$ cat src/logic/dfpRound_params.svh
`ifndef DFPROUND_PARAMS_SVH
`define DFPROUND_PARAMS_SVH

// ============================================================
// Number format
// ============================================================

// Significand digits of the 96-bit interchange format
`define DFP_DIGITS 25

// Biased exponent at which the leading digit is the units digit
`define DFP_ZERO_EXP 12'h5FF

// Largest biased exponent that the combination field can carry
`define DFP_MAX_EXP 12'hBFF

// ============================================================
// Flow control
// ============================================================

// Result queue entries, equal to the operand credits the producer starts with
`define RQ_DEPTH 4

// Result credits the unit starts with after reset
`define OUT_CREDITS 2

`endif

$ cat src/logic/dfpFormatPkg.sv
`include "dfpRound_params.svh"

package dfpFormatPkg;

	// ============================================================
	// Interchange layout
	// ============================================================

	// The 96-bit DPD word as it travels on the ports
	// Combination field 11110 marks infinity and 1111x with x set marks a NaN
	// The continuation holds eight declets of three digits each
	typedef struct packed {
		logic sign;
		logic [4:0] combo;
		logic [9:0] expCont;
		logic [(`DFP_DIGITS - 1) / 3 * 10 - 1:0] sigCont;
	} dfp96_t;

	// ============================================================
	// Working form
	// ============================================================

	// Sign, full 12-bit biased exponent and one BCD nibble per digit
	// Digit 0 sits in the low nibble, the leading digit in the top nibble
	// The special flag is set for infinities and NaNs, whose other fields
	// carry no meaning
	typedef struct packed {
		logic special;
		logic sign;
		logic [11:0] exp;
		logic [`DFP_DIGITS * 4 - 1:0] sig;
	} dfp96u_t;

endpackage

$ cat src/logic/dfpOpPkg.sv
package dfpOpPkg;

	// ============================================================
	// Rounding opcodes
	// ============================================================

	// Truncate chops toward zero, floor and ceiling round toward the
	// infinities, and nearest breaks a tie away from zero
	typedef enum logic [1:0] {
		RND_TRUNC = 2'd0,
		RND_FLOOR = 2'd1,
		RND_CEIL = 2'd2,
		RND_NEAREST = 2'd3
	} rndOp_t;

	// ============================================================
	// Port payloads
	// ============================================================

	// One operand with the opcode to apply and a tag echoed on the result
	typedef struct packed {
		rndOp_t op;
		logic [3:0] tag;
		dfpFormatPkg::dfp96_t operand;
	} rndReq_t;

	// One finished result in DPD layout
	// Overflow is raised when the carry out of the top digit would need an
	// exponent above the encodable maximum
	typedef struct packed {
		logic [3:0] tag;
		dfpFormatPkg::dfp96_t result;
		logic overflow;
	} rndRes_t;

endpackage

$ cat src/logic/dpdUnpack.sv
`timescale 1ns/1ps
`include "dfpRound_params.svh"

module dpdUnpack (
	input dfpFormatPkg::dfp96_t packedWord,
	output dfpFormatPkg::dfp96u_t unpacked
);
	localparam int decletCount = (`DFP_DIGITS - 1) / 3;

	logic [4:0] combo;
	logic [1:0] expTop;
	logic [3:0] leadDigit;

	// Expand one declet into three BCD digits, most significant first
	// Bit 3 tells whether any digit is 8 or 9, bits 2:1 and 6:5 say which
	function automatic logic [11:0] decodeDeclet(input logic [9:0] b);
		logic [11:0] d;
		if (!b[3])
			d = {1'b0, b[9:7], 1'b0, b[6:4], 1'b0, b[2:0]};
		else begin
			case (b[2:1])
				2'b00: d = {1'b0, b[9:7], 1'b0, b[6:4], 3'b100, b[0]};
				2'b01: d = {1'b0, b[9:7], 3'b100, b[4], 1'b0, b[6:5], b[0]};
				2'b10: d = {3'b100, b[7], 1'b0, b[6:4], 1'b0, b[9:8], b[0]};
				default:
					// Two or three large digits, the kind picked by bits 6:5
					case (b[6:5])
						2'b00: d = {3'b100, b[7], 3'b100, b[4], 1'b0, b[9:8], b[0]};
						2'b01: d = {3'b100, b[7], 1'b0, b[9:8], b[4], 3'b100, b[0]};
						2'b10: d = {1'b0, b[9:7], 3'b100, b[4], 3'b100, b[0]};
						default: d = {3'b100, b[7], 3'b100, b[4], 3'b100, b[0]};
					endcase
			endcase
		end
		return d;
	endfunction

	// Combination field split
	// A leading digit of 0 to 7 takes three bits after the exponent top bits,
	// while 8 and 9 use the 11 prefix and keep only their low bit
	always_comb begin
		combo = packedWord.combo;
		if (combo[4:3] != 2'b11) begin
			expTop = combo[4:3];
			leadDigit = {1'b0, combo[2:0]};
		end else begin
			expTop = combo[2:1];
			leadDigit = {3'b100, combo[0]};
		end
	end

	always_comb begin
		unpacked.special = (combo[4:1] == 4'b1111);
		unpacked.sign = packedWord.sign;
		unpacked.exp = {expTop, packedWord.expCont};
		unpacked.sig[`DFP_DIGITS * 4 - 1 -: 4] = leadDigit;
		// Declet 0 holds the three lowest digits
		for (int i = 0; i < decletCount; i++)
			unpacked.sig[i * 12 +: 12] = decodeDeclet(packedWord.sigCont[i * 10 +: 10]);
	end

endmodule

$ cat src/logic/dpdPack.sv
`timescale 1ns/1ps
`include "dfpRound_params.svh"

module dpdPack (
	input dfpFormatPkg::dfp96u_t unpacked,
	output dfpFormatPkg::dfp96_t packedWord
);
	localparam int decletCount = (`DFP_DIGITS - 1) / 3;

	logic [1:0] expTop;
	logic [3:0] leadDigit;

	// Compress three BCD digits into one declet
	// The large-digit pattern of the three top bits selects the layout
	function automatic logic [9:0] encodeDeclet(input logic [11:0] d);
		logic [3:0] d2;
		logic [3:0] d1;
		logic [3:0] d0;
		logic [9:0] b;
		d2 = d[11:8];
		d1 = d[7:4];
		d0 = d[3:0];
		case ({d2[3], d1[3], d0[3]})
			3'b000: b = {d2[2:0], d1[2:0], 1'b0, d0[2:0]};
			3'b001: b = {d2[2:0], d1[2:0], 3'b100, d0[0]};
			3'b010: b = {d2[2:0], d0[2:1], d1[0], 3'b101, d0[0]};
			3'b100: b = {d0[2:1], d2[0], d1[2:0], 3'b110, d0[0]};
			3'b011: b = {d2[2:0], 2'b10, d1[0], 3'b111, d0[0]};
			3'b101: b = {d1[2:1], d2[0], 2'b01, d1[0], 3'b111, d0[0]};
			3'b110: b = {d0[2:1], d2[0], 2'b00, d1[0], 3'b111, d0[0]};
			default: b = {2'b00, d2[0], 2'b11, d1[0], 3'b111, d0[0]};
		endcase
		return b;
	endfunction

	// Inverse of the unpacker
	// An infinity or NaN is not rebuilt here, since its original word rides
	// along the rounding core and replaces this output at the top level
	always_comb begin
		leadDigit = unpacked.sig[`DFP_DIGITS * 4 - 1 -: 4];
		expTop = unpacked.exp[11:10];
		packedWord.sign = unpacked.sign;
		packedWord.expCont = unpacked.exp[9:0];
		// Exponent top bits never reach 11, so no 1111x code comes out of here
		if (leadDigit[3])
			packedWord.combo = {2'b11, expTop, leadDigit[0]};
		else
			packedWord.combo = {expTop, leadDigit[2:0]};
		for (int i = 0; i < decletCount; i++)
			packedWord.sigCont[i * 10 +: 10] = encodeDeclet(unpacked.sig[i * 12 +: 12]);
	end

endmodule

$ cat src/logic/dfpIntRound.sv
`timescale 1ns/1ps
`include "dfpRound_params.svh"

module dfpIntRound (
	input logic clk,
	input logic reset,
	input logic adv0,
	input logic adv1,
	input dfpOpPkg::rndOp_t op,
	input logic [3:0] tagIn,
	input dfpFormatPkg::dfp96_t rawIn,
	input dfpFormatPkg::dfp96u_t opnd,
	output logic [3:0] tagOut,
	output dfpFormatPkg::dfp96u_t result,
	output dfpFormatPkg::dfp96_t rawOut,
	output logic overflow
);
	import dfpFormatPkg::*;
	import dfpOpPkg::*;

	localparam int sigWidth = `DFP_DIGITS * 4;
	localparam logic [sigWidth-1:0] topOne = {4'h1, {(sigWidth - 4){1'b0}}};

	// Everything the second stage needs to decide and apply the increment
	typedef struct packed {
		rndOp_t op;
		logic [3:0] tag;
		logic special;
		logic sign;
		logic [11:0] exp;
		logic [sigWidth-1:0] kept;
		logic [4:0] unitPos;
		logic subUnit;
		logic sticky;
		logic halfUp;
		logic allNine;
	} stage1_t;

	stage1_t s1Next;
	stage1_t s1;
	dfp96_t raw1;
	logic [12:0] expOff;
	logic [4:0] fracDigits;
	logic subUnit;
	logic tenthsValid;
	logic incr;
	logic carry;
	logic [3:0] digit;
	logic [sigWidth-1:0] sum;
	logic [12:0] expUp;
	dfp96u_t resNext;
	logic ovfNext;

	// ============================================================
	// Stage one: fraction mask and rounding facts
	// ============================================================

	// Digits below the units position, from all 25 down to none
	always_comb begin
		expOff = {1'b0, opnd.exp} - {1'b0, `DFP_ZERO_EXP};
		subUnit = (opnd.exp < `DFP_ZERO_EXP);
		// The tenths digit only lies inside the significand from one below zero exp
		tenthsValid = (opnd.exp >= 12'(`DFP_ZERO_EXP - 1));
		if (subUnit)
			fracDigits = 5'(`DFP_DIGITS);
		else if (expOff > 13'(`DFP_DIGITS - 1))
			fracDigits = 5'd0;
		else
			fracDigits = 5'(`DFP_DIGITS - 1) - expOff[4:0];
	end

	always_comb begin
		s1Next.op = op;
		s1Next.tag = tagIn;
		s1Next.special = opnd.special;
		s1Next.sign = opnd.sign;
		s1Next.exp = opnd.exp;
		s1Next.unitPos = fracDigits;
		s1Next.subUnit = subUnit;
		s1Next.kept = opnd.sig;
		s1Next.sticky = 1'b0;
		s1Next.halfUp = 1'b0;
		s1Next.allNine = ~subUnit;
		for (int g = 0; g < `DFP_DIGITS; g++) begin
			if (5'(g) < fracDigits) begin
				s1Next.kept[g * 4 +: 4] = 4'h0;
				s1Next.sticky = s1Next.sticky | (opnd.sig[g * 4 +: 4] != 4'h0);
			end else if (opnd.sig[g * 4 +: 4] != 4'h9)
				s1Next.allNine = 1'b0;
			// First dropped digit decides a nearest rounding
			if (5'(g + 1) == fracDigits && tenthsValid)
				s1Next.halfUp = (opnd.sig[g * 4 +: 4] >= 4'd5);
		end
	end

	always_ff @(posedge clk) begin
		if (adv0) begin
			s1 <= s1Next;
			raw1 <= rawIn;
		end
	end

	// ============================================================
	// Stage two: increment decision and BCD add
	// ============================================================

	always_comb begin
		unique case (s1.op)
			RND_TRUNC: incr = 1'b0;
			RND_FLOOR: incr = s1.sign & s1.sticky;
			RND_CEIL: incr = ~s1.sign & s1.sticky;
			RND_NEAREST: incr = s1.halfUp;
		endcase
	end

	// Ripple a one in at the units digit; a carry out of the top digit is
	// covered by the all-nines case below
	always_comb begin
		carry = 1'b0;
		digit = 4'h0;
		sum = s1.kept;
		for (int g = 0; g < `DFP_DIGITS; g++) begin
			digit = s1.kept[g * 4 +: 4] + {3'b000, carry | (incr && 5'(g) == s1.unitPos)};
			carry = (digit == 4'd10);
			sum[g * 4 +: 4] = carry ? 4'd0 : digit;
		end
	end

	always_comb begin
		expUp = {1'b0, s1.exp} + 13'd1;
		resNext.special = s1.special;
		resNext.sign = s1.sign;
		resNext.exp = s1.exp;
		resNext.sig = sum;
		ovfNext = 1'b0;
		if (!s1.special) begin
			if (s1.subUnit) begin
				// Below one, either a bare 1 or a signed zero
				resNext.exp = `DFP_ZERO_EXP;
				resNext.sig = incr ? topOne : '0;
			end else if (incr && s1.allNine) begin
				if (expUp > {1'b0, `DFP_MAX_EXP}) begin
					ovfNext = 1'b1;
					resNext.sig = s1.kept;
				end else begin
					resNext.exp = expUp[11:0];
					resNext.sig = topOne;
				end
			end else if (sum == '0 && s1.sticky)
				resNext.exp = `DFP_ZERO_EXP;
		end
	end

	always_ff @(posedge clk) begin
		if (adv1) begin
			result <= resNext;
			tagOut <= s1.tag;
			rawOut <= raw1;
		end
	end

	always_ff @(posedge clk) begin
		if (reset)
			overflow <= 1'b0;
		else if (adv1)
			overflow <= ovfNext;
	end

endmodule

$ cat src/logic/resultQueue.sv
`timescale 1ns/1ps
`include "dfpRound_params.svh"

module resultQueue (
	input logic clk,
	input logic reset,
	input logic push,
	input logic pop,
	input dfpOpPkg::rndRes_t din,
	output dfpOpPkg::rndRes_t dout,
	output logic empty
);
	import dfpOpPkg::*;

	// Depth is a power of two, so the pointers simply wrap
	localparam int ptrWidth = $clog2(`RQ_DEPTH);

	rndRes_t mem [`RQ_DEPTH];
	logic [ptrWidth-1:0] rdPtr;
	logic [ptrWidth-1:0] wrPtr;
	logic [ptrWidth:0] count;

	// Head is visible without a read cycle
	assign dout = mem[rdPtr];
	assign empty = (count == '0);

	always_ff @(posedge clk) begin
		if (push)
			mem[wrPtr] <= din;
	end

	// Slots are reserved at issue, so a push never meets a full queue
	always_ff @(posedge clk) begin
		if (reset) begin
			rdPtr <= '0;
			wrPtr <= '0;
			count <= '0;
		end else begin
			if (push)
				wrPtr <= wrPtr + 1'b1;
			if (pop)
				rdPtr <= rdPtr + 1'b1;
			case ({push, pop})
				2'b10: count <= count + 1'b1;
				2'b01: count <= count - 1'b1;
				default: count <= count;
			endcase
		end
	end

endmodule

$ cat src/logic/dfpRoundCtrl.sv
`timescale 1ns/1ps
`include "dfpRound_params.svh"

module dfpRoundCtrl (
	input logic clk,
	input logic reset,
	input logic reqValid,
	input logic resCredit,
	input logic queueEmpty,
	output logic adv0,
	output logic adv1,
	output logic push,
	output logic pop,
	output logic reqCredit,
	output logic resValid
);
	localparam int creditWidth = $clog2(`OUT_CREDITS + 1);

	// Bit 0 follows the first pipeline register, bit 1 the second
	logic [1:0] stageValid;
	logic [creditWidth-1:0] credits;

	// ============================================================
	// Pipeline sequencing
	// ============================================================

	// No stall exists inside the pipe, a valid item moves every cycle
	assign adv0 = reqValid;
	assign adv1 = stageValid[0];
	assign push = stageValid[1];

	always_ff @(posedge clk) begin
		if (reset)
			stageValid <= 2'b00;
		else
			stageValid <= {stageValid[0], reqValid};
	end

	// ============================================================
	// Credits
	// ============================================================

	// A result leaves whenever one is queued and the consumer has room
	assign resValid = ~queueEmpty && (credits != '0);
	assign pop = resValid;
	// The freed slot goes straight back to the producer
	assign reqCredit = pop;

	// A returned credit and a send in the same cycle leave the count alone
	always_ff @(posedge clk) begin
		if (reset)
			credits <= creditWidth'(`OUT_CREDITS);
		else begin
			case ({resCredit, pop})
				2'b10: credits <= credits + 1'b1;
				2'b01: credits <= credits - 1'b1;
				default: credits <= credits;
			endcase
		end
	end

endmodule

$ cat src/logic/dfpRoundUnit.sv
`timescale 1ns/1ps

module dfpRoundUnit (
	input logic clk,
	input logic reset,
	input logic reqValid,
	input dfpOpPkg::rndReq_t req,
	output logic reqCredit,
	output logic resValid,
	output dfpOpPkg::rndRes_t res,
	input logic resCredit
);
	import dfpFormatPkg::*;
	import dfpOpPkg::*;

	logic adv0;
	logic adv1;
	logic push;
	logic pop;
	logic queueEmpty;
	dfp96u_t opndU;
	dfp96u_t roundU;
	dfp96_t rawOut;
	dfp96_t packedRes;
	logic [3:0] tagOut;
	logic overflow;
	rndRes_t queueIn;

	dfpRoundCtrl ctrl (
		.clk(clk),
		.reset(reset),
		.reqValid(reqValid),
		.resCredit(resCredit),
		.queueEmpty(queueEmpty),
		.adv0(adv0),
		.adv1(adv1),
		.push(push),
		.pop(pop),
		.reqCredit(reqCredit),
		.resValid(resValid)
	);

	dpdUnpack unpack (
		.packedWord(req.operand),
		.unpacked(opndU)
	);

	// Two register stages between the decoder and the encoder
	dfpIntRound core (
		.clk(clk),
		.reset(reset),
		.adv0(adv0),
		.adv1(adv1),
		.op(req.op),
		.tagIn(req.tag),
		.rawIn(req.operand),
		.opnd(opndU),
		.tagOut(tagOut),
		.result(roundU),
		.rawOut(rawOut),
		.overflow(overflow)
	);

	dpdPack pack (
		.unpacked(roundU),
		.packedWord(packedRes)
	);

	// Infinities and NaNs leave as the exact word that came in
	assign queueIn.tag = tagOut;
	assign queueIn.result = roundU.special ? rawOut : packedRes;
	assign queueIn.overflow = overflow;

	resultQueue resQueue (
		.clk(clk),
		.reset(reset),
		.push(push),
		.pop(pop),
		.din(queueIn),
		.dout(res),
		.empty(queueEmpty)
	);

endmodule

$ cat config.mk
export PLATFORM = sky130hd
export DESIGN_NAME = dfpRoundUnit
export DESIGN_NICKNAME = d
export VERILOG_FILES = /design/src/logic/dfpFormatPkg.sv /design/src/logic/dfpOpPkg.sv /design/src/logic/dpdUnpack.sv /design/src/logic/dpdPack.sv /design/src/logic/dfpIntRound.sv /design/src/logic/resultQueue.sv /design/src/logic/dfpRoundCtrl.sv /design/src/logic/dfpRoundUnit.sv
export VERILOG_INCLUDE_DIRS = /design/src /design/src/logic
export SDC_FILE = /design/constraint.sdc
export NUM_CORES = 1
export LEC_CHECK = 0
export ABC_AREA = 1
export BUFFER_PORTS_ARGS = -buffer_cell sky130_fd_sc_hd__buf_2
export CAP_MARGIN = 10
export CORE_UTILIZATION = 45
export DETAILED_ROUTE_END_ITERATION = 10
export GPL_ROUTABILITY_DRIVEN = 0
export PLACE_DENSITY = 0.64
export SLEW_MARGIN = 20
export SYNTH_ARGS = -nofsm -noshare
export SYNTH_HDL_FRONTEND = slang
export SYNTH_HIERARCHICAL = 1
export SYNTH_SLANG_ARGS = --single-unit
export TNS_END_PERCENT = 1
$ cat constraint.sdc
create_clock -name clk -period 32.1 [get_ports clk]
set_input_delay 4.815 -clock clk [delete_from_list [all_inputs] [get_ports clk]]
set_output_delay 4.815 -clock clk [all_outputs]
set_load 0.02 [all_outputs]
# [Yosys cells after proc, flatten, opt, wreduce, memory -nomap -nowiden]
# Memories as Yosys holds them, arrays and structs flattened. A register that Yosys moved wholly into a read port is not among the register bits.
# Cells that the tools add are included.
# W data, S select, Z words.
[totals] regBits=449 ram_bits=404 inputBits=106 word_cells=673 mem_count=1
[classes] add_sub_neg=34 n_lt_le_gt_ge=54 eq_ne=188 mux=182 n_bitwise=53 reduce_logical=109
[mem_list] memory="resQueue.mem" depth=4 width=101 read_ports=1 rd_ports_with_merged_regs=1 wr=1 line="resultQueue.sv:18" source="rndRes_t mem [`RQ_DEPTH];"
[ops] cell="$pmux W12 S3" n=16
[ops] cell="$pmux W10 S7" n=8
[ops] cell="$mux W112" n=2
[ops] cell="$mux W100" n=2
[ops] cell="$mux W12" n=11
[ops] cell="$mux W1" n=106
[ops] cell="$eq A4 B4 Y1 const B" n=26
[ops] cell="$mux W4" n=26
[ops] cell="$add A4 B1 Y4" n=25
[ops] cell="$ge A4 B3 Y1 const B" n=25
[ops] cell="$logic_not A100 Y1" n=1
[ops] cell="$ne A4 B4 Y1 const B" n=25
[ops] cell="$reduce_bool A4 Y1" n=25
[ops] cell="$mux W97" n=1
[ops] cell="$eq A5 B5 Y1 const A" n=19
[ops] cell="$mux W95" n=1
[ops] cell="$eq A4 B5 Y1 const A" n=16
[ops] cell="$eq A3 B3 Y1 const B" n=24
[ops] cell="$logic_and A1 B1 Y1" n=53
[ops] cell="$eq A3 B2 Y1 const B" n=16
[ops] cell="$or A1 B1 Y1" n=48
[ops] cell="$lt A5 B5 Y1 const A" n=9
[ops] cell="$eq A2 B2 Y1 const B" n=20
[ops] cell="$eq A3 B5 Y1 const A" n=8
[ops] cell="31 further kinds" n=107

# [Longest topological paths before layout]
[logic_depth] ltp_word=85 depth_mapped=156 depth_no_buf=156

# [Hierarchy]
# Netlist, hierarchy kept.
[modules_own_cells] mod="dfpIntRound" n_inst=1 cells_each=1978 area_each_um2=20881.3 seq_area_each_um2=13202.7
[modules_own_cells] mod="resultQueue" n_inst=1 cells_each=1034 area_each_um2=16206.8 seq_area_each_um2=12311.8
[modules_own_cells] mod="dpdUnpack" n_inst=1 cells_each=343 area_each_um2=1724.2 seq_area_each_um2=0.0
[modules_own_cells] mod="dpdPack" n_inst=1 cells_each=271 area_each_um2=1333.8 seq_area_each_um2=0.0
[modules_own_cells] mod="dfpRoundUnit" n_inst=1 cells_each=310 area_each_um2=1227.4 seq_area_each_um2=0.0
[modules_own_cells] mod="dfpRoundCtrl" n_inst=1 cells_each=27 area_each_um2=202.7 seq_area_each_um2=80.1

# [Worst setup path before layout]
# OpenSTA, ideal clock, no wires.
[synth_timing] kind="flip-flop to flip-flop" start="register core/s1[128] (netlist bit)" end="register core/result[111] (netlist bit), data pin" arrival_ns=22.580 path_slack_ns=9.255 path_stages_with_launch=155 period_less_slack_ns=22.845 cell_sequence="edfxtp_1 ha_1 xor2_1 a32o_1 inv_1 nor2_1 clkinv_1 nor2_1 inv_1 nor2_1 ha_1 ha_1 xnor2_1 nand4_1 o21ai_0 ha_1 ha_1 xnor2_1 (+119 left out) xnor2_1 nand3_1 or2_2 o31ai_1 ha_1 ha_1 xor2_1 inv_1 nand4_1 nor4_1 nor3b_1 nand4_1 nor4_1 nand4_1 nand2_1 nor2_1 o211ai_1 o21ai_0"
[synth_rtl] item="start: declaration" line="dfpIntRound.sv:40" source="stage1_t s1;"
[synth_rtl] item="start signal: assignment" line="dfpIntRound.sv:98" source="s1 <= s1Next;"
[synth_rtl] item="end signal: assignment" line="dfpIntRound.sv:156" source="result <= resNext;"
[synth_rtl] item="end: declaration" line="dfpIntRound.sv:14" source="output dfpFormatPkg::dfp96u_t result,"

==> metrics.md <==
| Metric | Value |
|---|---|
| Synthesized cell area | 0.0416 sq mm |
| HPWL Detailed | 77300 um |
| Worst setup skew after layout | 0.0333 ns |
| Element type at the critical path start | flop |
| Maximum number of pins on one net before global-route repair | 105 |
| Highest-count cells in the layout ignoring fill and taps | edfxtp_1 (843), nand2_1 (757), inv_1 (394) |
| Tmin final | 29.10 ns |
| Ys flop type | edfxtp_1 |
| X dimension of the die | 306 um |
| Total power | 3.09 mW |
| Number of rows in the core area | 111 |
| Largest cells by area after synthesis | edfxtp_1 (61%), nand2_1 (6.8%), o21ai_0 (4.5%), inv_1 (3.6%), nor2_1 (3.5%) |
| Lkg Pwr | 17.4 nW |
| DRC | 0 |
| Post-synthesis cell count | 3963 |
| Remaining antenna violation count after routing | 0 |
| Worst Path Max Fanout | 9 |
| Wire length of the first global-routing pass | 165000 um |
| Top-area cell type share of the netlist area | 0.609 |
| Number of enable-type register cells in the synthesized netlist | 843 |
| Via/cell ratio | 5.52 |
| Clock root buffer master | clkbuf_16 |
| Count of boundary I/O pins | 209 |
| Area of the core | 0.0915 sq mm |
| Via count of the first global-routing pass | 27400 |
| Postcts setup bufs | 0 |
| TritonCTS clock tree | done |
| Largest stage delay on the critical path | 0.46 ns |
| Number of failing setup endpoints in the final timing report | 0 |
| Pwr Density | 67.6 mW/mm^2 |
| Tcrit/Tclk final | 0.907 |
| DRC marker count from the first detailed-route iteration | 3176 |
| Endpoint required time on the critical path | 32.59 ns |
| Die Area | 0.0936 sq mm |
| Worst slew margin | 0.229 |
| Worst-path clk slew | 0.06 ns |
| Max-cap violations | 0 |
| Final core utilization | 0.499 |
| Fraction of final layout cells with drive strength greater than 1 | 0.149 |
| Worst hold-check path type | reg2reg |
| Worst voltage drop across the vdd grid | 0.0395 mV |
| Final layout net count | 4239 |
| DIE HEIGHT | 306 um |
| Final-layout setup total negative slack | 0 ns |
| Type of the worst setup path | reg2reg |
| Dominant cell type by area after synthesis | edfxtp_1 |
| RSZ-0062 raised after global routing | false |
| Mean area per synthesized cell | 10.5 sq um |
| Worst-Skew Late Latency | 0.67 ns |
| Most frequent standard cell in the layout excluding fill and tap cells | edfxtp_1 |
| Number of detailed-route iterations in the first pass | 6 |
| Post-synthesis register bit count | 857 |
| Number of H-tree levels | 3 |
| Max Buffers Root-to-Sink | 3 |
| Number of distinct library cell variants in the gate-level netlist after synthesis | 60 |
| Yosys warning total | 6 |
| Post-placement cell area | 0.0429 sq mm |
| Clock buffer count from CTS | 87 |
| Fin. max-slew vios | 0 |
| Data arrival time of the critical path | 29.59 ns |
| Post-synth net total | 4133 |
| Vias | 29400 |
| Port Buffers | 208 |
| Cell type with the highest occurrence count on the critical path | ha_1 |
| Fillers | 8187 |
| Slew at the pin with the worst max-slew slack | 1.15 ns |
| Achievable Freq | 34.4 MHz |
| Worst Setup End Kind | flop |
| Global routing usage summed across all routing layers | 0.231 |
| Number of hold-repair buffers added at the cts stage | 0 |
| Critical Path Slowest Stage Cell | xnor2_1 |
| Placed cells | 5166 |
| Final Routed Wirelength | 110000 um |
| Number of hold-slack violations in the final timing report | 0 |
| Final cell area excluding filler cells | 0.0457 sq mm |
| Overall overflow remaining after global route | 0 |
| Number of antenna violations at the first check in global routing | 7 |
| Post-synth ARST share | 0 |
| Area overhead of the layout relative to synthesis | 9.89% |
| Starting density of the core | 0.454 |
| Post-cts sizing count | 0 |
| Sequential cell area fraction in the yosys report | 0.616 |
| TritonCTS sink count | 857 |
| Outcome | complete, no violations |
| Routed wire per std cell | 20.7 um |
| Post-layout instance count excluding filler cells | 5328 |
final timing paths:
check                startpoint               end  slack (ns)  depth (start not counted)
setup / recovery   core/s1[127]  core/result[110]        3.00                        155
hold / removal    core/raw1[21]   core/rawOut[21]        0.40                          0
setup reg to reg   core/s1[127]  core/result[110]        3.00                        155
hold reg to reg   core/raw1[21]   core/rawOut[21]        0.40                          0
worst max-delay path: cells and delay by family (launching register included):
family	cells	cell delay (ns)
AO/OA/AOI/OAI	27	3.63
buffers and inverters	14	1.69
AND/OR/NAND/NOR	37	7.53
XOR/XNOR	26	5.66
adder cells (fa/ha/maj)	51	9.86
flip-flops	1	0.42
sequential cells by signal, indices dropped and copies added, names as in the netlist, named ones only:
name	cells
resQueue/wrPtr	2
resQueue/count	3
core/result	114
core/resNext	2
resQueue/rdPtr	2
core/overflow	1
ctrl/stageValid	2
core/raw1	96
core/s1	127
core/rawOut	96
core/tagOut	4
ctrl/credits	2
resQueue/mem	404
layer usage:
layer	GRT usage	share of wire	up-vias
met5	0	0.0010	-
met4	0.0845	0.032	8
li1	-	-	13900
met1	0.306	0.41	14100
met2	0.378	0.47	1125
met3	0.0466	0.081	213
cell families after synthesis:
logic type / count (synthesis) / share of synthesized area
flip-flops: 857 / 0.616
AO/OA/AOI/OAI: 748 / 0.112
buffers and inverters: 653 / 0.0748
adder cells (fa/ha/maj): 64 / 0.0194
XOR/XNOR: 61 / 0.0129
AND/OR/NAND/NOR: 1580 / 0.165
synth_stat cells (all sizes together), types with 28 or more instances:
cell    number
a21oi       49
buf        167
clkbuf      50
edfxtp     843
ha          63
inv        429
nand2      770
nand3      191
nand4       74
nor2       479
nor3        30
nor4        28
o21ai      486
o22ai      143
xor2        36
cell type report:
class	count	area, sq um	area share
Sequential cell	857	25600	0.560
Clock buffer	107	2270	0.0498
Timing Repair Buffer	234	1250	0.0273
Inverter	436	1660	0.0363
Multi-Input combinational cell	2453	12900	0.282
Tap cell	1186	1480	0.0325
Clock inverter	51	528	0.0116
Antenna cell	4	10.0	0.000219
stage by stage:
stage	worst slack [ns]	hold WS, ns
floorplan	9.25	0.400
global placement	5.05	0.400
detailed placement	3.88	0.405
CTS	3.74	0.401
global route	0.549	0.408
finish	3.00	0.402
power breakdown:
part / switching, mW / internal [mW] / total (mW)
clock network: 0.422 / 0.578 / 1.00
registers: 0.0395 / 1.31 / 1.35
logic: 0.519 / 0.216 / 0.734
Note: power is estimated with default switching activity, not from simulation.
